--- config.mk ---
export PLATFORM = sky130hd
export DESIGN_NAME = io_regs
export DESIGN_NICKNAME = d
export VERILOG_FILES = /design/src/panel_pkg.sv /design/src/io_regs.sv
export VERILOG_INCLUDE_DIRS = /design/src
export SDC_FILE = /design/constraint.sdc
export NUM_CORES = 1
export LEC_CHECK = 0
export ABC_AREA = 1
export BUFFER_PORTS_ARGS = -buffer_cell sky130_fd_sc_hd__clkbuf_2
export CAP_MARGIN = 20
export CORE_AREA = 2 2 72 74
export CTS_CLUSTER_SIZE = 8
export DETAILED_ROUTE_END_ITERATION = 10
export DIE_AREA = 0 0 74 76
export PLACE_DENSITY = 0.74
export SYNTH_ARGS = -nofsm -noshare
export SYNTH_HDL_FRONTEND = slang
export SYNTH_SLANG_ARGS = --single-unit
--- constraint.sdc ---
create_clock -name clk -period 1.9 [get_ports clk]
set_clock_uncertainty 0.15 [all_clocks]
set_input_delay 0.475 -clock clk [delete_from_list [all_inputs] [get_ports clk]]
set_output_delay 0.475 -clock clk [all_outputs]
set_load 0.01 [all_outputs]
--- src/panel_config.svh ---
`ifndef PANEL_CONFIG_SVH
`define PANEL_CONFIG_SVH

// Button timing in clk cycles, kept short for simulation
`define PANEL_DEBOUNCE_CYCLES 16
`define PANEL_LONG_CYCLES     200

// Cycles each display digit stays lit
`define PANEL_SCAN_CYCLES     8

// Memory address widths in words
`define PANEL_IMEM_AW         14
`define PANEL_DMEM_AW         15

// I/O space starts where address bit 15 is set
`define PANEL_IO_LED_ADDR     16'h8000
`define PANEL_IO_SW_ADDR      16'h8001

`endif

--- src/panel_pkg.sv ---
package panel_pkg;

    typedef logic [15:0] word_t;    // Data and address word

    typedef enum logic {
        MODE_NORMAL,                // LED register on led and display
        MODE_PANEL                  // Examine/deposit by hand
    } mode_t;

    typedef enum logic [2:0] {
        ST_IDLE,
        ST_READ_WAIT,
        ST_READ_WAIT2,              // Extra slot for instruction memory
        ST_READ_DONE,
        ST_WRITE,
        ST_WRITE_DONE
    } panel_state_t;

    // Request to either RAM, read data comes back every cycle
    typedef struct packed {
        logic  we;
        word_t addr;
        word_t wdata;
    } mem_req_t;

    // Request to the I/O register space
    typedef struct packed {
        logic  rd;
        logic  wr;
        word_t addr;
        word_t wdata;
    } io_req_t;

    typedef struct packed {
        word_t      value;          // Four hex digits
        logic [3:0] dp;             // Bit 3 is the leftmost digit
    } disp_t;

endpackage

--- src/io_regs.sv ---
`timescale 1ns/1ps
`include "panel_config.svh"

module io_regs (
    input  logic               clk,
    input  logic               reset,
    input  panel_pkg::io_req_t req,
    input  panel_pkg::word_t   sw,
    output panel_pkg::word_t   rdata,
    output panel_pkg::word_t   leds
);

    logic led_hit;

    assign led_hit = (req.addr == `PANEL_IO_LED_ADDR);

    // LED register, other write addresses dropped
    always_ff @(posedge clk) begin
        if (reset) begin
            leds <= '0;
        end else if (req.wr && led_hit) begin
            leds <= req.wdata;
        end
    end

    // Read data lands one cycle after the strobe
    always_ff @(posedge clk) begin
        if (req.rd) begin
            case (req.addr)
                `PANEL_IO_LED_ADDR: begin
                    rdata <= leds;
                end
                `PANEL_IO_SW_ADDR: begin
                    rdata <= sw;                // Live switch value
                end
                default: begin
                    rdata <= '0;                // Unmapped
                end
            endcase
        end
    end

endmodule

==> results.cfg <==
[yosys]
seq_area_frac_synth_pct = 48.3
synthTopCellsByArea = edfxtp_1, dfxtp_1, inv_1
ys_types = 18
synth_flop_cell = edfxtp_1
synth_top_cell_by_area = edfxtp_1
syn-cell-area_mm2 = 0.00166
synth_commonest_cells = inv_1, nor2_1, nand2_1
synth_seq_cells = 32
synth.most_common_cell = inv_1
synth_edf_count = 16
synth.net_count = 263
ys.warnings.count = 0
netlist_instances = 211
synth_top_area_share_pct = 29.0
async_flop_share_pct = 0
synth_area_per_cell_um2 = 7.86

[power_and_ir_drop]
p_leak_nw = 1.15
pwr-share-seq_pct = 53.2
powerDensity_mw_per_mm2 = 619
ir_drop_mv = 0.209
combPwrFrac_pct = 8.8
p_clk_share_pct = 38.1
p_sw_share_pct = 21.6
switchingPower_w = 0.000299
internal_power_w = 0.00109

[run]
maxCapViolCount = 0

[layout]
utilization_pct = 45.6
register_area_um2 = 801
drive_gt1_share_pct = 37.2
nFillCells = 505
syn_to_final_growth_pct = 35.1
diodes = 0
final_nets = 349
multiInputGateArea_um2 = 617
fin_cells = 368

[critical_path]
worstPathMaxFanout = 16
required_ns = 1.85
path_delay_family = simple AND/OR/NAND/NOR gates
r2r_start = leds[1]
cp_slowest_cell = o21ai_0
slowest_delay_ns = 0.25
cp_num_buf_inv = 1
worstRegToRegCells = 2
path_cells = clkbuf_2 -> nor2_1 -> nand2_1 -> nor2_8 -> nand2_2 -> o21ai_0
worst_setup_path_end_kind = register
cp_num_cells = 6
arrival_ns = 1.41
worst-setup-path-type = in2reg
r2r_setup_slack_ns = 0.96
startpoint_type = input pin
worstReg2RegEnd = rdata[1]

[timing]
period_share_pct = 76.7
maxSlewViolCount = 0
finalHoldViolations = 0
fmax_mhz = 686
rsz0062_at_grt = no
worst_slack_ns = 0.443
period_minus_slack_ns = 1.46
setup_violations = 0
slew_headroom_pct = 68.6
setup-tns-final_ns = 0
worst_pin_slew_ns = 0.471

[floorplan]
core.rowCount = 26
ios = 84
dieHeight_um = 76
die_x_um = 74
core_mm2 = 0.00491
initial_core_util_pct = 33.7
die_area_mm2 = 0.00562

[clock_network]
root_buffer = clkbuf_8
cts_sinks = 32
cts_tree = built
cts_made_buffers = 5
clk_latency_ns = 0.28
cts_hold_buf = 0
cts_max_level = 2
ctsResizeCount = 0
ctsLongestPathBuffers = 2
postCtsSetupBuffers = 0
clk_pin_slew_ns = 0.06

[route]
ant_nets = 0
wl_per_cell_um = 10.8
vias = 1563
via_per_inst = 4.25
drc = 0
first_iter_violations = 109
wirelength_um = 3960
firstDrtPassIters = 4

[hold_path]
hp-start = sw[10]
min_delay_path_depth = 3
hold_class = in2reg
hold_end = rdata[10]

[global_routing]
grt_overflow_total = 0
antenna_found_initial = 0
grt_pass1_vias = 1505
grt_max_degree = 17
grtUsageTotal_pct = 14.7
grt_pass1_wl_um = 6470

[placed_design]
post-place-ws_ns = 0.104
dp.final_hpwl_um = 3210
numPortBuffers = 83
gp_congestion = 0.785
dpl.cell_count = 360

[run_status]
outcome = complete, no violations
-- cells in the final DEF, fill, tap and decap left out, types with 2 or more instances in the layout --
master    Yosys  layout
buf_4         0       5
clkbuf_1      0       2
clkbuf_2      0      83
clkbuf_8      0       6
dfxtp_1      16      16
edfxtp_1     16      16
inv_1        51      51
nand2_1      25      25
nand2_2      12      12
nand3_1      17      17
nand4_1      16      16
nor2_1       27      27
nor2_8        2       2
o21ai_0       8       8
o21ai_1       8       8
-- flip-flops by register name, indices dropped and copies added, names as in the netlist --
signal	flops
leds	16
rdata	16
-- worst max path at each step --
stage,startpoint,slack [ns],end
4_1_cts,req[19],0.40,rdata[1]
3_3_place_gp,req[19],0.22,leds[15]
5_1_grt,req[19],0.27,rdata[1]
2_1_floorplan,req[19],0.33,rdata[10]
3_5_place_dp,req[19],0.10,rdata[1]
6_report,req[19],0.44,rdata[1]
-- logic make-up after synthesis --
family / share of synthesized area (%)
AO/OA/AOI/OAI: 4.83
flip-flops: 48.3
buffers and inverters: 14.5
AND/OR/NAND/NOR: 32.4
-- tightest hold or removal path, cell delays in order --
cell,delay [ns]
clkbuf_2,0.08
nand3_1,0.07
o21ai_0,0.06
-- power by group through the flow --
stage               registers, W  logic (W)  clock network (W)
floorplan               0.000759  0.0000364                  0
global placement        0.000752   0.000121                  0
detailed placement      0.000752   0.000123                  0
CTS                     0.000737   0.000123           0.000539
global route            0.000738   0.000136           0.000566
finish                  0.000737   0.000121           0.000528
-- layer usage --
layer / wire, µm / track usage, %
met1: 1680 / 17.0
met2: 1920 / 24.3
met3: 256 / 4.10
met4: 105 / 7.64
met5: 0 / 0
-- through the flow --
| stage | hold WS [ns] | power, W | cell area [µm²] |
|---|---|---|---|
| floorplan | 0.395 | 0.000796 | 1660 |
| global placement | 0.383 | 0.000873 | 2150 |
| detailed placement | 0.389 | 0.000875 | 2150 |
| CTS | 0.357 | 0.00140 | 2240 |
| global route | 0.380 | 0.00144 | 2240 |
| finish | 0.364 | 0.00139 | 2240 |
-- cell type report --
cell class | instances | area share (%)
Timing Repair Buffer | 88 | 20.2
Multi-Input combinational cell | 119 | 27.5
Tap cell | 70 | 3.91
Inverter | 51 | 8.55
Clock buffer | 8 | 4.02
Sequential cell | 32 | 35.8
Power figures use the tool's default switching activity.
