[src/panel_config.svh]
`ifndef PANEL_CONFIG_SVH
`define PANEL_CONFIG_SVH

// Button timing in clk cycles, kept short for simulation
`define PANEL_DEBOUNCE_CYCLES 16
`define PANEL_LONG_CYCLES     200

// Cycles each display digit stays lit
`define PANEL_SCAN_CYCLES     8

// Memory address widths in words
`define PANEL_IMEM_AW         14
`define PANEL_DMEM_AW         15

// I/O space starts where address bit 15 is set
`define PANEL_IO_LED_ADDR     16'h8000
`define PANEL_IO_SW_ADDR      16'h8001

`endif

[src/panel_pkg.sv]
package panel_pkg;

    typedef logic [15:0] word_t;    // Data and address word

    typedef enum logic {
        MODE_NORMAL,                // LED register on led and display
        MODE_PANEL                  // Examine/deposit by hand
    } mode_t;

    typedef enum logic [2:0] {
        ST_IDLE,
        ST_READ_WAIT,
        ST_READ_WAIT2,              // Extra slot for instruction memory
        ST_READ_DONE,
        ST_WRITE,
        ST_WRITE_DONE
    } panel_state_t;

    // Request to either RAM, read data comes back every cycle
    typedef struct packed {
        logic  we;
        word_t addr;
        word_t wdata;
    } mem_req_t;

    // Request to the I/O register space
    typedef struct packed {
        logic  rd;
        logic  wr;
        word_t addr;
        word_t wdata;
    } io_req_t;

    typedef struct packed {
        word_t      value;          // Four hex digits
        logic [3:0] dp;             // Bit 3 is the leftmost digit
    } disp_t;

endpackage

[src/block_ram.sv]
`timescale 1ns/1ps

module block_ram #(
    parameter int ADDR_WIDTH = 8
) (
    input  logic                clk,
    input  panel_pkg::mem_req_t req,
    output panel_pkg::word_t    rdata
);

    localparam int DEPTH = 2 ** ADDR_WIDTH;

    panel_pkg::word_t mem [DEPTH];

    logic [ADDR_WIDTH-1:0] index;

    assign index = req.addr[ADDR_WIDTH-1:0];   // Upper address bits ignored

    // Contents start cleared
    initial begin
        for (int i = 0; i < DEPTH; i++) begin
            mem[i] = '0;
        end
    end

    always_ff @(posedge clk) begin
        if (req.we) begin
            mem[index] <= req.wdata;
        end
        rdata <= mem[index];                    // Read first, every cycle
    end

endmodule

[config.mk]
export PLATFORM = sky130hd
export DESIGN_NAME = block_ram
export DESIGN_NICKNAME = d
export VERILOG_FILES = /design/src/panel_config.svh /design/src/panel_pkg.sv /design/src/block_ram.sv
export SDC_FILE = /design/constraint.sdc
export NUM_CORES = 2
export LEC_CHECK = 0
export BUFFER_PORTS_ARGS = -buffer_cell sky130_fd_sc_hd__clkbuf_2
export CORE_MARGIN = 5
export CORE_UTILIZATION = 40
export DETAILED_ROUTE_END_ITERATION = 6
export REMOVE_ABC_BUFFERS = 1
export SKIP_LAST_GASP = 1
export SYNTH_ARGS = -nofsm -noshare
export SYNTH_HDL_FRONTEND = slang
export SYNTH_SLANG_ARGS = --single-unit
[constraint.sdc]
create_clock -name clk -period 5.18 [get_ports clk]
set_clock_uncertainty 0.05 [all_clocks]
set_input_delay 0.777 -clock clk [delete_from_list [all_inputs] [get_ports clk]]
set_output_delay 0.777 -clock clk [all_outputs]
set_load 0.01 [all_outputs]
==> qor.txt <==
Slew at the pin closest to its max-slew limit: 1.60 ns
Synth warnings: 0
# IOs: 50
Port-buffer cells: 41
Clock tree from TritonCTS: done
Cell count after synthesis: 6727
First-pass GRT wire length: 565000 µm
Worst setup slack after placement: 0.954 ns
Clock sink total: 4112
Leading cell type in the layout, fill and taps excluded: edfxtp_1
Via-per-instance ratio: 5.80
Mux cell area share after synthesis: 14.8%
Crit start category: primary input
Worst Path Max Fanout: 64
Number of remaining DRC errors: 0
Overall track demand over capacity in global routing: 19.5%
Initial DRC count: 9218
Area of the core region: 386000 µm²
Critical Path AT: 4.04 ns
Die area: 401000 µm²
Total via count in the routed design: 74500
Synth Register Bits: 4112
Post-detailed-placement half-perimeter wirelength: 230000 µm
Post-detailed-route count of antenna-violating nets: 0
Outcome: complete, but fails checks
CP max-delay cell: nor2_1
Combinational family with the most area after synthesis: multiplexers
Worst hold path cell count: 1
IR drop worst, VDD: 296 µV
Number of buffers inserted to repair setup after CTS: 0
Post-Synth XOR/XNOR Area: 0%
Adder-cell share of the synthesized area: 0%
Max-Cap Viols: 0
Length in cells of the worst reg-to-reg path: 5
Leakage power figure: 54.9 nW
Critical Path RT: 5.76 ns
Source of the worst register-to-register timing path: mem[42][9]
Library cell appearing most often on the critical path: buf_4
Number of clock buffers inserted by TritonCTS: 406
Syn Std Cell Area: 155000 µm²
Setup TNS: 0 ns
Clock insertion delay at the later pin of the skew report: 0.97 ns
Antenna violations before repair: 14
Final Hold Fails: 0
Period minus WS final: 3.46 ns
Placed standard-cell area: 166000 µm²
Total congestion overflow: 0
H-tree levels: 5
Post-Synthesis Mean Instance Area: 23.1 µm²
# setup viols final: 0
Crit end category: flop
Post-route core utilization: 46.3%
Path type of the worst min-delay path: primary input to flop
Via count of the first global-routing pass: 74900
Slew Viols, Final: 61
Compound-Gate Fraction of Synth Area: 3.66%
Area added between synthesis and finish: 15.2%
Startpoint of the worst hold path: req[10]
Detailed Routing Iterations Pass 1: 6
Sequential area share after synthesis: 79.4%
Clock-pin slew reported for the worst setup and hold paths after clock tree synthesis: 0.06 ns
Routed WL: 396000 µm
Resized cells post-CTS: 0
Die Span X: 633 µm
Delay contributed by the slowest stage of the critical path: 1.03 ns
Number of unique standard cell types used by synthesis: 22
Family of cells with the greatest summed delay on the critical path: simple AND/OR/NAND/NOR gates
Slew headroom: -6.44%
Post-synthesis share of cell area spent on and, or, nand and nor gates: 0.907%
Unrepaired setup endpoints after global routing: no
Clock buffer depth: 4
Cell area power density: 385 nW/µm²
Ratio of cells with drive above 1 in the final layout: 29.9%
Pin count of the biggest net entering global routing: 154
Root buffer selected by CTS: clkbuf_16
Critical path buffers and inverters: 4
Initial core utilization: 40.2%
Fmax: 0.289 GHz
Die H: 633 µm
Violated checks: slew limit
Design Area, Final: 179000 µm²
Final worst path period share: 66.8%
Placement row count: 228
Leading cell types in the layout, fill and taps excluded: edfxtp_1, mux4_2, a22oi_1
Class of the most critical setup path: primary input to flop
Levels on crit path: 7
Post-layout nets: 7362
Worst setup path startpoint: req[16]
Drt wl/cell: 30.9 µm
RD Place Congestion: 0.810
Hold buffer count at CTS: 0
Fin worst setup slack: 1.72 ns
CP cell instances: buf_12, buf_4, nor2_1, buf_4, nand3_2, nor2_1, buf_4
-- path summary, 6_finish.rpt --
| check | to | slack [ns] |
|---|---|---|
| setup reg to reg | rdata[9] | 2.29 |
| hold reg to reg | rdata[0] | 1.02 |
| hold / removal | mem[68][10] | 0.24 |
| setup / recovery | mem[4][3] | 1.72 |
-- where the power goes --
part	leakage (nW)	total [mW]	internal (mW)	switching, mW
sequential	36.9	36.8	36.7	0.0793
combinational	11.6	3.15	1.11	2.04
clock	6.34	29.0	16.6	12.4
-- routing by layer --
| metal | GRT usage [%] | vias to the layer above | wire length [µm] |
|---|---|---|---|
| li1 | - | 30300 | - |
| met1 | 27.9 | 40400 | 163000 |
| met2 | 30.4 | 3251 | 187000 |
| met3 | 3.38 | 615 | 31700 |
| met4 | 6.61 | 4 | 14700 |
| met5 | 0 | - | 15 |
-- cell families (layout without fill, tap and decap cells) --
group | Yosys count | in the layout
DFF | 4112 | 4112
muxes | 1024 | 1024
AOI/OAI and AO/OA | 832 | 832
buffers and inverters | 421 | 1354
and+or+nand+nor | 338 | 338
other | 0 | 11
-- area by class of cell --
cell class	instances	area, µm²
clock inverter	249	2490
sequential	4112	123000
multi-input combinational	2194	30600
inverter	1	3.75
antenna	11	27.5
timing repair buffer	613	5460
clock buffer	491	10500
fill	31700	207000
tap	5175	6470
-- worst reg2reg max path: cells and delay by family, from the launching register on --
kind | cells | cell delay (ns)
flops | 1 | 0.37
simple gates | 1 | 0.19
mux | 1 | 0.47
compound gates | 3 | 1.62
-- state kept, by name, indices dropped and copies added, names as in the netlist --
name	flops
rdata	16
mem	4096
-- synth_stat cells, drive strengths merged --
library cell / count / area (µm²)
nand2b: 6 / 37.5
nand4: 16 / 100
clkbuf: 249 / 935
nor3: 30 / 150
nand2: 28 / 105
o41ai: 64 / 561
a22oi: 512 / 3840
and2: 3 / 18.8
or2: 2 / 12.5
dfxtp: 16 / 320
nor2b: 7 / 43.8
nand3: 13 / 65.1
a21oi: 256 / 1280
or3: 1 / 6.26
edfxtp: 4096 / 123000
inv: 1 / 3.75
nor2: 232 / 871
mux4: 1024 / 23100
buf: 171 / 985
-- through the flow --
step,cells,total power [mW],hold slack (ns)
after detailed placement,12100,40.7,1.03
final,12800,68.9,0.244
after CTS,12800,69.5,0.205
after global routing,12800,71.1,0.242
after floorplan,6307,38.7,0.769
after global placement,12100,40.6,1.03
Note: power is estimated with default switching activity, not from simulation.
