[src/panel_config.svh]
`ifndef PANEL_CONFIG_SVH
`define PANEL_CONFIG_SVH

// Button timing in clk cycles, kept short for simulation
`define PANEL_DEBOUNCE_CYCLES 16
`define PANEL_LONG_CYCLES     200

// Cycles each display digit stays lit
`define PANEL_SCAN_CYCLES     8

// Memory address widths in words
`define PANEL_IMEM_AW         14
`define PANEL_DMEM_AW         15

// I/O space starts where address bit 15 is set
`define PANEL_IO_LED_ADDR     16'h8000
`define PANEL_IO_SW_ADDR      16'h8001

`endif

[src/panel_pkg.sv]
package panel_pkg;

    typedef logic [15:0] word_t;    // Data and address word

    typedef enum logic {
        MODE_NORMAL,                // LED register on led and display
        MODE_PANEL                  // Examine/deposit by hand
    } mode_t;

    typedef enum logic [2:0] {
        ST_IDLE,
        ST_READ_WAIT,
        ST_READ_WAIT2,              // Extra slot for instruction memory
        ST_READ_DONE,
        ST_WRITE,
        ST_WRITE_DONE
    } panel_state_t;

    // Request to either RAM, read data comes back every cycle
    typedef struct packed {
        logic  we;
        word_t addr;
        word_t wdata;
    } mem_req_t;

    // Request to the I/O register space
    typedef struct packed {
        logic  rd;
        logic  wr;
        word_t addr;
        word_t wdata;
    } io_req_t;

    typedef struct packed {
        word_t      value;          // Four hex digits
        logic [3:0] dp;             // Bit 3 is the leftmost digit
    } disp_t;

endpackage

[src/sevenseg_driver.sv]
`timescale 1ns/1ps
`include "panel_config.svh"

module sevenseg_driver (
    input  logic             clk,
    input  logic             reset,
    input  panel_pkg::disp_t disp,
    output logic [3:0]       an,
    output logic [6:0]       seg,
    output logic             dp
);

    localparam int SCAN_W = $clog2(`PANEL_SCAN_CYCLES + 1);

    logic [SCAN_W-1:0] scan_cnt;
    logic [1:0]        digit;       // 0 is the rightmost digit
    logic [3:0]        nibble;

    always_ff @(posedge clk) begin
        if (reset) begin
            scan_cnt <= '0;
            digit    <= 2'd0;
        end else if (scan_cnt == SCAN_W'(`PANEL_SCAN_CYCLES - 1)) begin
            scan_cnt <= '0;
            digit    <= digit + 2'd1;   // Wraps after digit 3
        end else begin
            scan_cnt <= scan_cnt + 1'b1;
        end
    end

    assign an     = ~(4'b0001 << digit);          // One-hot, active low
    assign nibble = disp.value[digit*4 +: 4];
    assign dp     = ~disp.dp[digit];

    // Segments ordered gfedcba, active low
    always_comb begin
        case (nibble)
            4'h0: seg = 7'b1000000;
            4'h1: seg = 7'b1111001;
            4'h2: seg = 7'b0100100;
            4'h3: seg = 7'b0110000;
            4'h4: seg = 7'b0011001;
            4'h5: seg = 7'b0010010;
            4'h6: seg = 7'b0000010;
            4'h7: seg = 7'b1111000;
            4'h8: seg = 7'b0000000;
            4'h9: seg = 7'b0010000;
            4'hA: seg = 7'b0001000;
            4'hB: seg = 7'b0000011;     // Lower case b
            4'hC: seg = 7'b1000110;
            4'hD: seg = 7'b0100001;     // Lower case d
            4'hE: seg = 7'b0000110;
            default: seg = 7'b0001110;  // F
        endcase
    end

endmodule

[config.mk]
export PLATFORM = sky130hd
export DESIGN_NAME = sevenseg_driver
export DESIGN_NICKNAME = d
export VERILOG_FILES = /design/src/panel_pkg.sv /design/src/sevenseg_driver.sv
export VERILOG_INCLUDE_DIRS = /design/src
export SDC_FILE = /design/constraint.sdc
export NUM_CORES = 1
export LEC_CHECK = 0
export ABC_CLOCK_PERIOD_IN_PS = 2200
export BUFFER_PORTS_ARGS = -buffer_cell sky130_fd_sc_hd__buf_4
export CELL_PAD_IN_SITES_DETAIL_PLACEMENT = 0
export CELL_PAD_IN_SITES_GLOBAL_PLACEMENT = 2
export CORE_UTILIZATION = 23
export DETAILED_ROUTE_END_ITERATION = 6
export GPL_TIMING_DRIVEN = 1
export PLACE_DENSITY = 0.75
export SYNTH_ARGS = -nofsm -noshare
export SYNTH_HDL_FRONTEND = slang
export SYNTH_SLANG_ARGS = --single-unit
export TNS_END_PERCENT = 30
[constraint.sdc]
create_clock -name clk -period 2.2 [get_ports clk]
set_input_delay 0.44 -clock clk [delete_from_list [all_inputs] [get_ports clk]]
set_output_delay 0.44 -clock clk [all_outputs]
set_load 0.01 [all_outputs]
==> impl_metrics.toml <==
[setup_path]
rr_startpoint = "digit[1]"
cp.arrival_ps = 1970
crit_type = "reg2out"
critPathLaunch = "digit[0]"
endpoint = "seg[1]"
start_kind = "register"
endpoint_kind = "output pin"
critPathRequiredTime_ps = 1760
reg2reg_setup_slack_ps = 950
r2r-end = "digit[1]"
cp_max_fo = 4
reg2regPathDepth = 5

[synthesis]
ys_seq_area_frac = 0.1638
synth_top_area_share = 0.1877
syn_area_um2 = 733.2
synthTopCellsByArea = "ha_1 (19%), dfxtp_1 (16%), mux4_2 (9.2%), mux2i_1 (8.2%), mux4_1 (7.2%)"
synth.distinct_cells = 21
syn_inst = 76
syn-num-nets = 109
yosysWarnings = 0
yosysTopAreaCell = "ha_1"
ys_seq_elements = 6
synth_area_per_cell_um2 = 9.647

[global_route]
grt_start_max_net_pins = 10
track_usage = 0.1031
met3_usage = 0.03516
use_met1 = 0.1011
grt_use_met2 = 0.2085
grt_busiest_layer = "met2"
gr-total-overflow = 0
grt_pass1_wl_um = 2766
antenna_found_initial = 0
grt_pass1_vias = 688

[timing]
maxSlewHeadroom = 0.8282
finClkSkew_ps = 0.5742
layout_setup_ws_ps = -208.6
finalCritPeriodShare = 1.095
worst_pin_slew_ps = 257.3
setup_viol = 7
fmax_mhz = 415.2
setup_tns_ps = -1389
rsz0062_at_grt = "true"
hold_viol_final = 0
drv_slew = 0
min_period_ps = 2409

[cts]
clockRootBuffer = "clkbuf_4"
clk_pin_slew_ps = 40
cts_buffer_depth = 2
cts-buffers-inserted = 3
ctsHtreeMaxLevel = 1
cts_tree = "done"
cts_sinks = 6
clk_latency_ps = 240

[drt]
routedWlPerCell_um = 10.34
first_iter_violations = 2
drc = 0
totalWireLength_um = 1686
via_per_inst = 4.227
dr.pass1.iters = 4
ant_nets = 0
vias = 689

[die]
initial_core_util = 0.2421
floorplan.die.height_um = 58.46
pin_count = 34
core_area_um2 = 3028
rows = 20
die_x_um = 58.46
dieArea_um2 = 3418

[placed_design]
place_congestion = 0.7477
place_hpwl_um = 1395
place_area_um2 = 1066
io_buffers = 33

[flow_run]
max_cap_viol_count = 0

[pwr]
leakage_nw = 0.5553
powerDensity_nw_per_um2 = 319.0
peakVddDrop_mv = 0.3175

[cells_and_area]
layout_commonest_cell = "buf_4"
stdcell_area_um2 = 1181
area_delta_synth_final_pct = 61.09
layout.nets = 154
drive_gt1_frac = 0.5546
most-common-layout-cells = "buf_4 (38), inv_1 (9), ha_1 (7)"
n_antenna_cell = 0

[outcome]
violations = "negative setup slack"
outcome = "complete, but fails checks"

[hold_path]
hold_path.class = "in2reg"
==> logic make-up after synthesis <==
kind of cell	share of synthesized area
multiplexers	0.2969
adder cells (fa/ha/maj)	0.1877
XOR/XNOR	0.03584
buffers and inverters	0.1177
AO/OA/AOI/OAI	0.05461
flip-flops	0.1638
AND/OR/NAND/NOR	0.1433
==> stage by stage <==
step           std cells  worst slack, ps  hold slack, ps   power, W  utilization
3_5_place_dp         158           -128.4           456.2  0.0002602       0.3521
2_1_floorplan         76            24.32           426.4  0.0001932            -
4_1_cts              163           -220.8           390.9  0.0003826       0.3913
3_3_place_gp         158           -100.6           449.2  0.0002579       0.3521
5_1_grt              163           -301.8           397.8  0.0004057       0.3901
6_report             163           -208.6           394.5  0.0003768       0.3901
==> power by group <==
group | switching (W) | internal (W) | leakage (nW)
Sequential | 0.00000365 | 0.000114 | 0.0495
Combinational | 0.0000635 | 0.0000963 | 0.492
Clock | 0.0000374 | 0.0000615 | 0.0138
Total | 0.000105 | 0.000272 | 0.555
==> synth_stat cells <==
cell type,count
nand3b_1,2
nand3_1,4
ha_1,11
buf_6,3
nand2_1,1
dfxtp_1,6
mux2_4,1
mux2i_1,6
nor2_1,6
xnor2_1,3
mux4_1,2
nor3_1,1
clkbuf_1,1
inv_1,13
nor3b_1,4
mux4_2,3
a21o_1,1
nand2b_2,1
a211oi_2,1
o21ai_1,4
mux2_1,2
==> per-layer routing <==
layer	wire, µm	part of all wire	vias up
li1	-	-	348
met1	654	0.39	322
met2	922	0.55	19
met3	110	0.065	0
met4	0	0	0
met5	0	0	-
==> sequential cells by signal (all words and copies together) (netlist names) <==
register and count:
scan_cnt 4, digit 2
==> worst max-delay path: stages, from the launching register on <==
cell     delay, ps
dfxtp_2        320
buf_6          100
mux4_2         570
buf_6          160
mux2_4         290
a21o_1         160
buf_6          120
==> repair_timing <==
item	in CTS	in global routing
buffers inserted	2	0
hold buffers	0	0
pin swaps	2	0
setup endpoints to repair	7	7
endpoints found under the hold margin	0	0
resized for setup	21	2
==> layout make-up <==
type / instances / area, µm²
repair buffers: 44 / 352.8
clock buffers: 3 / 22.52
flip-flops and latches: 6 / 121.4
inverters: 13 / 53.80
fillers: 326 / 1847
multi-input cells: 53 / 575.6
well taps: 44 / 55.05
==> how the worst min path moves through the flow <==
stage	cells after the start	from	endpoint
after floorplan	1	scan_cnt[0]	scan_cnt[0]
after global placement	1	scan_cnt[0]	scan_cnt[0]
after detailed placement	1	scan_cnt[0]	scan_cnt[0]
after CTS	2	reset	digit[0]
after global routing	2	reset	digit[0]
final	2	reset	digit[0]
No activity file was read; power rests on OpenSTA's default activity.
