## src/panel_config.svh

```systemverilog
`ifndef PANEL_CONFIG_SVH
`define PANEL_CONFIG_SVH

// Button timing in clk cycles, kept short for simulation
`define PANEL_DEBOUNCE_CYCLES 16
`define PANEL_LONG_CYCLES     200

// Cycles each display digit stays lit
`define PANEL_SCAN_CYCLES     8

// Memory address widths in words
`define PANEL_IMEM_AW         14
`define PANEL_DMEM_AW         15

// I/O space starts where address bit 15 is set
`define PANEL_IO_LED_ADDR     16'h8000
`define PANEL_IO_SW_ADDR      16'h8001

`endif

```

## src/button_debouncer.sv

```systemverilog
`timescale 1ns/1ps
`include "panel_config.svh"

module button_debouncer (
    input  logic clk,
    input  logic reset,
    input  logic btn,
    output logic press,
    output logic short_release,
    output logic long_hold
);

    localparam int DB_W   = $clog2(`PANEL_DEBOUNCE_CYCLES + 1);
    localparam int HOLD_W = $clog2(`PANEL_LONG_CYCLES + 1);

    logic [1:0]        btn_sync;    // Raw input is asynchronous
    logic [DB_W-1:0]   db_cnt;
    logic              level;       // Debounced level
    logic              level_d;
    logic [HOLD_W-1:0] hold_cnt;
    logic              long_fired;  // Long strobe already given this press

    always_ff @(posedge clk) begin
        if (reset) begin
            btn_sync      <= '0;
            db_cnt        <= '0;
            level         <= 1'b0;
            level_d       <= 1'b0;
            hold_cnt      <= '0;
            long_fired    <= 1'b0;
            press         <= 1'b0;
            short_release <= 1'b0;
            long_hold     <= 1'b0;
        end else begin
            btn_sync <= {btn_sync[0], btn};
            level_d  <= level;

            // Accept a new level only once it has held long enough
            if (btn_sync[1] == level) begin
                db_cnt <= '0;
            end else if (db_cnt == DB_W'(`PANEL_DEBOUNCE_CYCLES - 1)) begin
                db_cnt <= '0;
                level  <= btn_sync[1];
            end else begin
                db_cnt <= db_cnt + 1'b1;
            end

            press         <= level & ~level_d;                  // Rising edge
            short_release <= ~level & level_d & ~long_fired;    // Fall, no long seen
            long_hold     <= 1'b0;

            if (!level) begin
                hold_cnt   <= '0;
                long_fired <= 1'b0;
            end else if (!long_fired) begin
                if (hold_cnt == HOLD_W'(`PANEL_LONG_CYCLES - 1)) begin
                    long_hold  <= 1'b1;                         // Once per press
                    long_fired <= 1'b1;
                end else begin
                    hold_cnt <= hold_cnt + 1'b1;
                end
            end
        end
    end

endmodule

```

## config.mk

```make
export PLATFORM = sky130hd
export DESIGN_NAME = button_debouncer
export DESIGN_NICKNAME = d
export VERILOG_FILES = /design/src/button_debouncer.sv
export VERILOG_INCLUDE_DIRS = /design/src
export SDC_FILE = /design/constraint.sdc
export NUM_CORES = 1
export LEC_CHECK = 0
export ABC_AREA = 0
export ABC_CLOCK_PERIOD_IN_PS = 1700
export BUFFER_PORTS_ARGS = -buffer_cell sky130_fd_sc_hd__buf_2
export CAP_MARGIN = 20
export CORE_MARGIN = 3
export CORE_UTILIZATION = 30
export DETAILED_ROUTE_END_ITERATION = 10
export SLEW_MARGIN = 20
export SYNTH_ARGS = -nofsm -noshare
export SYNTH_HDL_FRONTEND = slang
export SYNTH_SLANG_ARGS = --single-unit
```

## constraint.sdc

```tcl
create_clock -name clk -period 1.7 [get_ports clk]
set_clock_uncertainty 0.1 [all_clocks]
set_input_delay 0.17 -clock clk [delete_from_list [all_inputs] [get_ports clk]]
set_output_delay 0.17 -clock clk [all_outputs]
set_load 0.02 [all_outputs]
```

==> results.py, run 1 <==
metrics = {
    "floorplan": {
        "core_sq_um": 2540,
        "die_width_um": 58.3,
        "initial_utilization_pct": 32.3,
        "floorplan.die.height_um": 58.3,
        "rows": 18,
        "ios": 6,
        "floorplan.die_area_sq_um": 3400,
    },
    "sta": {
        "worst_case_setup_margin_in_the_final_layout_ns": 0.0712,
        "grt_setup_unrepaired": "no",
        "min_period_ns": 1.63,
        "max_clock_freq_mhz": 614,
        "number_of_max_slew_violations_in_the_final_report": 0,
        "timing.setup.tns_ns": 0,
        "post-route-period-util_pct": 95.8,
        "hold_violations": 0,
        "worst-slew-pin-transition_ns": 0.234,
        "max_slew_margin_pct": 84.1,
        "final-setup-viol-count": 0,
    },
    "power_and_ir_drop": {
        "total_switching_power_mw": 0.146,
        "power_switching_share_pct": 19.7,
        "power_frac_clock_pct": 31.2,
        "cell_internal_pwr_mw": 0.595,
        "seq_power_share_pct": 66.9,
        "share_comb_of_total_power_pct": 1.9,
        "ir_drop_uv": 414,
        "p_leak_nw": 0.387,
        "power_density_nw_per_um2": 778,
    },
    "place": {
        "quantity_of_i_o_buffers_inserted_on_ports": 5,
        "dpl.hpwl_um": 968,
        "placed_cells": 117,
        "gp_congestion": 0.688,
        "pre_cts_ws_ns": 0.0199,
        "placed_area_sq_um": 888,
    },
    "hold_path": {
        "hp-start": "level_d$_SDFF_PP0_",
        "hold_class": "flop to flop",
    },
    "finish": {
        "drive_gt1_share_pct": 19.1,
        "layout.area.seq_sq_um": 422,
        "final_cell_area_sq_um": 953,
        "insertedDiodeCount": 0,
        "n_fill_cell": 252,
        "fin_cells": 124,
        "num-nets-final": 101,
        "multi_input_comb_area_sq_um": 383,
        "area.growth.synth_to_final_pct": 16.0,
        "final_util_pct": 37.5,
    },
    "drt": {
        "drt_first_pass_iters": 4,
        "detail_route.wirelength_mm": 1.33,
        "first_iter_violations": 12,
        "drt.antenna.violating_nets": 0,
        "route.detailed.wl_per_inst_um": 10.7,
        "detail_route.vias_per_cell": 4.88,
        "post-route-drc-count": 0,
        "total_via_count_in_the_routed_design": 605,
    },
    "synthesis": {
        "dominant_cell_type_by_area_after_synthesis": "sky130_fd_sc_hd__dfxtp_1",
        "yosysWarningCount": 0,
        "postSynthCellCount": 81,
        "dominantRegCellSynth": "sky130_fd_sc_hd__dfxtp_1",
        "synth_seq_area_share_pct": 51.1,
        "synth.area.top_cells": "sky130_fd_sc_hd__dfxtp_1, sky130_fd_sc_hd__ha_1, sky130_fd_sc_hd__mux2i_1",
        "synth-edff-count": 0,
        "synth.top_cell.area_share_pct": 51.1,
        "async_flop_share_pct": 0,
        "synth.ff_latch_count": 21,
        "post_synth_num_cell_types": 28,
        "synthesis.area_per_instance_sq_um": 10.1,
        "postSynthNetCount": 87,
        "mappedNetlistArea_sq_um": 822,
    },
    "cts": {
        "worstSkewPairLatency_ns": 0.29,
        "cts_setup_buffers": 0,
        "cts-buffers-inserted": 3,
        "clkSlewWorstSetupHoldPaths_ns": 0.11,
        "cts-root-buf": "sky130_fd_sc_hd__clkbuf_4",
        "max-clock-path-buffers": 2,
        "cts.htree.levels": 1,
        "clkSinkCount": 21,
        "cts_tree": "yes",
    },
    "setup_path": {
        "required_ns": 1.84,
        "setup.worst_path.class": "flop to flop",
        "critPathTopFamily": "simple AND/OR/NAND/NOR gates",
        "regToRegStartpoint": "db_cnt[0]$_SDFF_PP0_",
        "critPathSlowestCell": "sky130_fd_sc_hd__or3_4",
        "timing.critical_path.arrival_ns": 1.77,
        "buffer_and_inverter_count_on_the_worst_path": 0,
        "worst_setup_path_start_kind": "flop",
        "critical-path-max-stage-delay_ns": 0.41,
        "critical_path.cell_chain": "ha_1 -> and3_1 -> ha_1 -> or3_4 -> nor2_2",
        "cp_max_fo": 5,
        "timing.critical_path.mode_cell": "sky130_fd_sc_hd__ha_1",
        "worst_setup_path_startpoint": "db_cnt[0]$_SDFF_PP0_",
        "worst_setup_path_end_kind": "flop",
    },
    "global_routing": {
        "grtUsageTotal_pct": 8.92,
        "globalRouteOverflowTotal": 0,
        "grt_antenna_before_repair": 0,
        "number_of_global_route_vias_before_repair": 596,
        "global_route_wire_length_before_repair_mm": 2.30,
        "grt_start_max_net_pins": 12,
    },
    "status": {
        "status": "finished clean",
    },
    "job": {
        "cap_viol_max_count": 0,
    },
}
path summary, 6_finish.rpt:
check | cells after the start | slack, ns | endpoint
worst max-delay path | 5 | 0.07 | db_cnt[2]$_SDFF_PP0_
worst min-delay path | 1 | 0.32 | press$_SDFF_PP0_
worst max register to register | 5 | 0.07 | db_cnt[2]$_SDFF_PP0_
worst min register to register | 1 | 0.32 | press$_SDFF_PP0_
metal layers:
metal / track usage, % / routed length [um] / vias to the layer above / part of all wire [%]
met5: 0 / 0 / - / 0
met4: 4.97 / 7 / 0 / 0.53
met3: 3.29 / 45 / 2 / 3.4
met2: 14.7 / 623 / 4 / 47
met1: 9.91 / 653 / 288 / 49
li1: - / - / 311 / -
logic make-up after synthesis:
group                      count (synthesis)  synth area share [%]
AOI/OAI and AO/OA                         13                  9.28
muxes                                      3                  3.65
buffers and inverters                      5                  3.20
and+or+nand+nor                           33                  25.0
xor gates and xnor gates                   3                  3.20
adders and majority gates                  3                  4.57
DFF                                       21                  51.1
registers in the layout (all words and copies together) (netlist names):
register,flops
btn_sync,2
db_cnt,5
hold_cnt,8
level,1
level_d,1
long_fired,1
long_hold,1
press,1
short_release,1
cells in the mapped netlist (all sizes together) (2+ instances only):
cell and count:
nand4 2, dfxtp 21, or3 4, nor2 8, ha 3, nand2 5
inv 4, nand3 2, a21oi 5, nor2b 3, o21ai 5, xnor2 2
mux2i 3
worst register-to-register path: stages (launching register included):
cell                      delay (ns)
sky130_fd_sc_hd__dfxtp_2        0.35
sky130_fd_sc_hd__ha_1           0.22
sky130_fd_sc_hd__and3_1         0.19
sky130_fd_sc_hd__ha_1           0.20
sky130_fd_sc_hd__or3_4          0.41
sky130_fd_sc_hd__nor2_2         0.12
stage by stage:
stage          power, mW  hold WS (ns)
2_1_floorplan      0.511         0.142
3_3_place_gp       0.515         0.285
3_5_place_dp       0.516         0.290
4_1_cts            0.752         0.326
5_1_grt            0.776         0.340
6_report           0.742         0.324
power by group through the flow:
stage	combinational, mW	clock, mW	sequential, mW
floorplan	0.00382	0	0.507
global placement	0.00793	0	0.507
detailed placement	0.00810	0	0.507
CTS	0.0140	0.242	0.496
global route	0.0159	0.263	0.497
finish	0.0141	0.231	0.496
final cells by class:
cell class,instances,share of cell area (%)
Sequential cell,21,44.2
Multi-Input combinational cell,55,40.2
Timing Repair Buffer,10,7.35
Tap cell,30,3.94
Clock buffer,4,2.76
Inverter,4,1.57
cell usage in the layout, fill, tap and decap left out, types with 2 or more instances in the layout:
master and n:
sky130_fd_sc_hd__a21oi_1 5, sky130_fd_sc_hd__buf_2 5, sky130_fd_sc_hd__buf_4 2, sky130_fd_sc_hd__clkbuf_4 3, sky130_fd_sc_hd__dfxtp_1 20, sky130_fd_sc_hd__dlygate4sd3_1 3
sky130_fd_sc_hd__ha_1 3, sky130_fd_sc_hd__inv_1 4, sky130_fd_sc_hd__mux2i_1 3, sky130_fd_sc_hd__nand2_1 5, sky130_fd_sc_hd__nand3_1 2, sky130_fd_sc_hd__nand4_1 2
sky130_fd_sc_hd__nor2_1 7, sky130_fd_sc_hd__nor2b_1 3, sky130_fd_sc_hd__o21ai_0 5, sky130_fd_sc_hd__or3_1 2, sky130_fd_sc_hd__xnor2_1 2
timing repair:
item / 4_1_cts / 5_1_grt
gates resized for setup: 1 / 2
endpoints found under the setup margin: 1 / 4
hold buffers: 3 / 0
endpoints found under the hold margin: 4 / 0
pin swaps: 0 / 1
Power figures use the tool's default switching activity.
==> run 2, diff against run 1 <==
Settings changed: CTS_BUF_LIST from default to sky130_fd_sc_hd__clkbuf_4.
==> run 2 against run 1 <==
  * Total power increased by 2.0%
  * Combinational power barely moved
  * Non-clock buffer count unchanged
  * Flip-flop and latch count stayed put
  * Sequential power hardly changed
  * First-iteration DRC count increased by 33%
  * Core utilization up 0.15 points
==> results.py, run 2 (synthesized netlist as in run 1, its figures left out) <==
metrics = {
    "status": {
        "status": "finished clean",
    },
    "sta": {
        "timing.setup.tns_ns": 0,
        "post-route-period-util_pct": 95.8,
        "number_of_max_slew_violations_in_the_final_report": 0,
        "worst_case_setup_margin_in_the_final_layout_ns": 0.0717,
        "min_period_ns": 1.63,
        "minimum_hold_slack_ns": 0.321,
        "max_slew_margin_pct": 84.1,
        "hold_violations": 0,
        "max_clock_freq_mhz": 614,
        "worst-slew-pin-transition_ns": 0.234,
        "grt_setup_unrepaired": "no",
        "final-setup-viol-count": 0,
    },
    "setup_path": {
        "worst_setup_path_startpoint": "db_cnt[0]$_SDFF_PP0_",
        "critical-path-max-stage-delay_ns": 0.41,
        "crit_end": "db_cnt[2]$_SDFF_PP0_",
        "cp_max_fo": 5,
        "worstSetupPathDepth": 5,
        "critical_path.cell_chain": "ha_1 -> and3_1 -> ha_1 -> or3_4 -> nor2_2",
        "setup.worst_path.class": "flop to flop",
        "ff2ff_setup_slack_ns": 0.07,
        "path_depth_of_the_worst_reg2reg_path": 5,
        "critPathSlowestCell": "sky130_fd_sc_hd__or3_4",
        "regToRegStartpoint": "db_cnt[0]$_SDFF_PP0_",
        "worst_setup_path_start_kind": "flop",
        "reg2reg_to": "db_cnt[2]$_SDFF_PP0_",
        "critPathTopFamily": "simple AND/OR/NAND/NOR gates",
        "timing.critical_path.arrival_ns": 1.77,
        "required_ns": 1.84,
        "buffer_and_inverter_count_on_the_worst_path": 0,
        "worst_setup_path_end_kind": "flop",
        "timing.critical_path.mode_cell": "sky130_fd_sc_hd__ha_1",
    },
    "place": {
        "pre_cts_ws_ns": 0.0199,
        "placed_area_sq_um": 888,
        "dpl.hpwl_um": 968,
        "quantity_of_i_o_buffers_inserted_on_ports": 5,
        "gp_congestion": 0.688,
    },
    "power_and_ir_drop": {
        "share_comb_of_total_power_pct": 1.9,
        "power_density_nw_per_um2": 791,
        "finalPower_mw": 0.757,
        "ir_drop_uv": 414,
        "power_switching_share_pct": 19.2,
        "seq_power_share_pct": 65.6,
        "power_frac_clock_pct": 32.5,
        "cell_internal_pwr_mw": 0.611,
        "p_leak_nw": 0.391,
        "total_switching_power_mw": 0.146,
    },
    "floorplan": {
        "floorplan.die_area_sq_um": 3400,
        "die_width_um": 58.3,
        "rows": 18,
        "floorplan.die.height_um": 58.3,
        "initial_utilization_pct": 32.3,
        "core_sq_um": 2540,
        "ios": 6,
    },
    "finish": {
        "largest_register_ffs": 8,
        "num-nets-final": 101,
        "insertedDiodeCount": 0,
        "final_cell_area_sq_um": 957,
        "drive_gt1_share_pct": 20.2,
        "most_common_cell_after_layout_fill_and_taps_aside": "sky130_fd_sc_hd__dfxtp_1",
        "n_fill_cell": 252,
        "largest_register": "hold_cnt",
        "final_cell_mix": "sky130_fd_sc_hd__dfxtp_1, sky130_fd_sc_hd__nor2_1",
        "reg_top3": "hold_cnt x8, db_cnt x5, btn_sync x2",
        "area.growth.synth_to_final_pct": 16.4,
    },
    "drt": {
        "detail_route.vias_per_cell": 4.84,
        "drt_first_pass_iters": 4,
        "total_via_count_in_the_routed_design": 600,
        "route.detailed.wl_per_inst_um": 10.8,
        "detail_route.wirelength_mm": 1.34,
        "drt.antenna.violating_nets": 0,
        "post-route-drc-count": 0,
        "first_iter_violations": 16,
    },
    "global_routing": {
        "grt_start_max_net_pins": 12,
        "grtUsageTotal_pct": 8.97,
        "globalRouteOverflowTotal": 0,
        "grt_antenna_before_repair": 0,
        "global_route_wire_length_before_repair_mm": 2.30,
        "number_of_global_route_vias_before_repair": 592,
    },
    "cts": {
        "clkSinkCount": 21,
        "cts_tree": "yes",
        "cts-buffers-inserted": 3,
        "cts-root-buf": "sky130_fd_sc_hd__clkbuf_4",
        "cts.htree.levels": 1,
        "worstSkewPairLatency_ns": 0.29,
        "clkSlewWorstSetupHoldPaths_ns": 0.11,
        "max-clock-path-buffers": 2,
    },
    "hold_path": {
        "whs_path_depth": 1,
        "hold_class": "flop to flop",
    },
    "job": {
        "cap_viol_max_count": 0,
    },
}
[run 2: cell counts in the layout (fill, tap and decap cells not counted)]
No cell type changed its count.
[run 2: layer usage]
layer | wire length (um) | GRT usage [%]
met1 | 646 | 10.2
met2 | 635 | 14.5
met3 | 45 | 3.29
met4 | 7 | 4.97
met5 | 0 | 0
[run 2: worst min-delay path by stage]
stage	start	endpoint	slack (ns)
3_5_place_dp	btn	btn_sync[0]$_SDFF_PP0_	0.29
4_1_cts	level_d$_SDFF_PP0_	press$_SDFF_PP0_	0.33
6_report	level_d$_SDFF_PP0_	press$_SDFF_PP0_	0.32
5_1_grt	level_d$_SDFF_PP0_	press$_SDFF_PP0_	0.34
2_1_floorplan	reset	btn_sync[0]$_SDFF_PP0_	0.14
3_3_place_gp	btn	btn_sync[0]$_SDFF_PP0_	0.28
[run 2: repair_timing]
item,CTS,global route
setup endpoints to repair,1,4
hold buffers,3,0
endpoints found under the hold margin,4,0
gates resized for setup,1,2
pin swaps,0,1
buffers inserted,0,0
[run 2: area by class of cell]
class	count	area, sq um	share of cell area [%]
Clock buffer	4	30.0	3.14
Timing Repair Buffer	10	70.1	7.32
Tap cell	30	37.5	3.92
Sequential cell	21	422	44.1
Multi-Input combinational cell	55	383	40.0
Inverter	4	15.0	1.57
[run 2: stage by stage]
step | util (%) | cells
2_1_floorplan | - | 81
3_3_place_gp | 34.9 | 117
3_5_place_dp | 34.9 | 117
4_1_cts | 37.5 | 124
5_1_grt | 37.6 | 124
6_report | 37.6 | 124
[run 2: power groups by stage]
stage | combinational (mW) | sequential, mW | clock [mW]
after floorplan | 0.00382 | 0.507 | 0
after global placement | 0.00793 | 0.507 | 0
after detailed placement | 0.00810 | 0.507 | 0
after CTS | 0.0140 | 0.496 | 0.259
after global routing | 0.0159 | 0.497 | 0.280
final | 0.0141 | 0.496 | 0.246
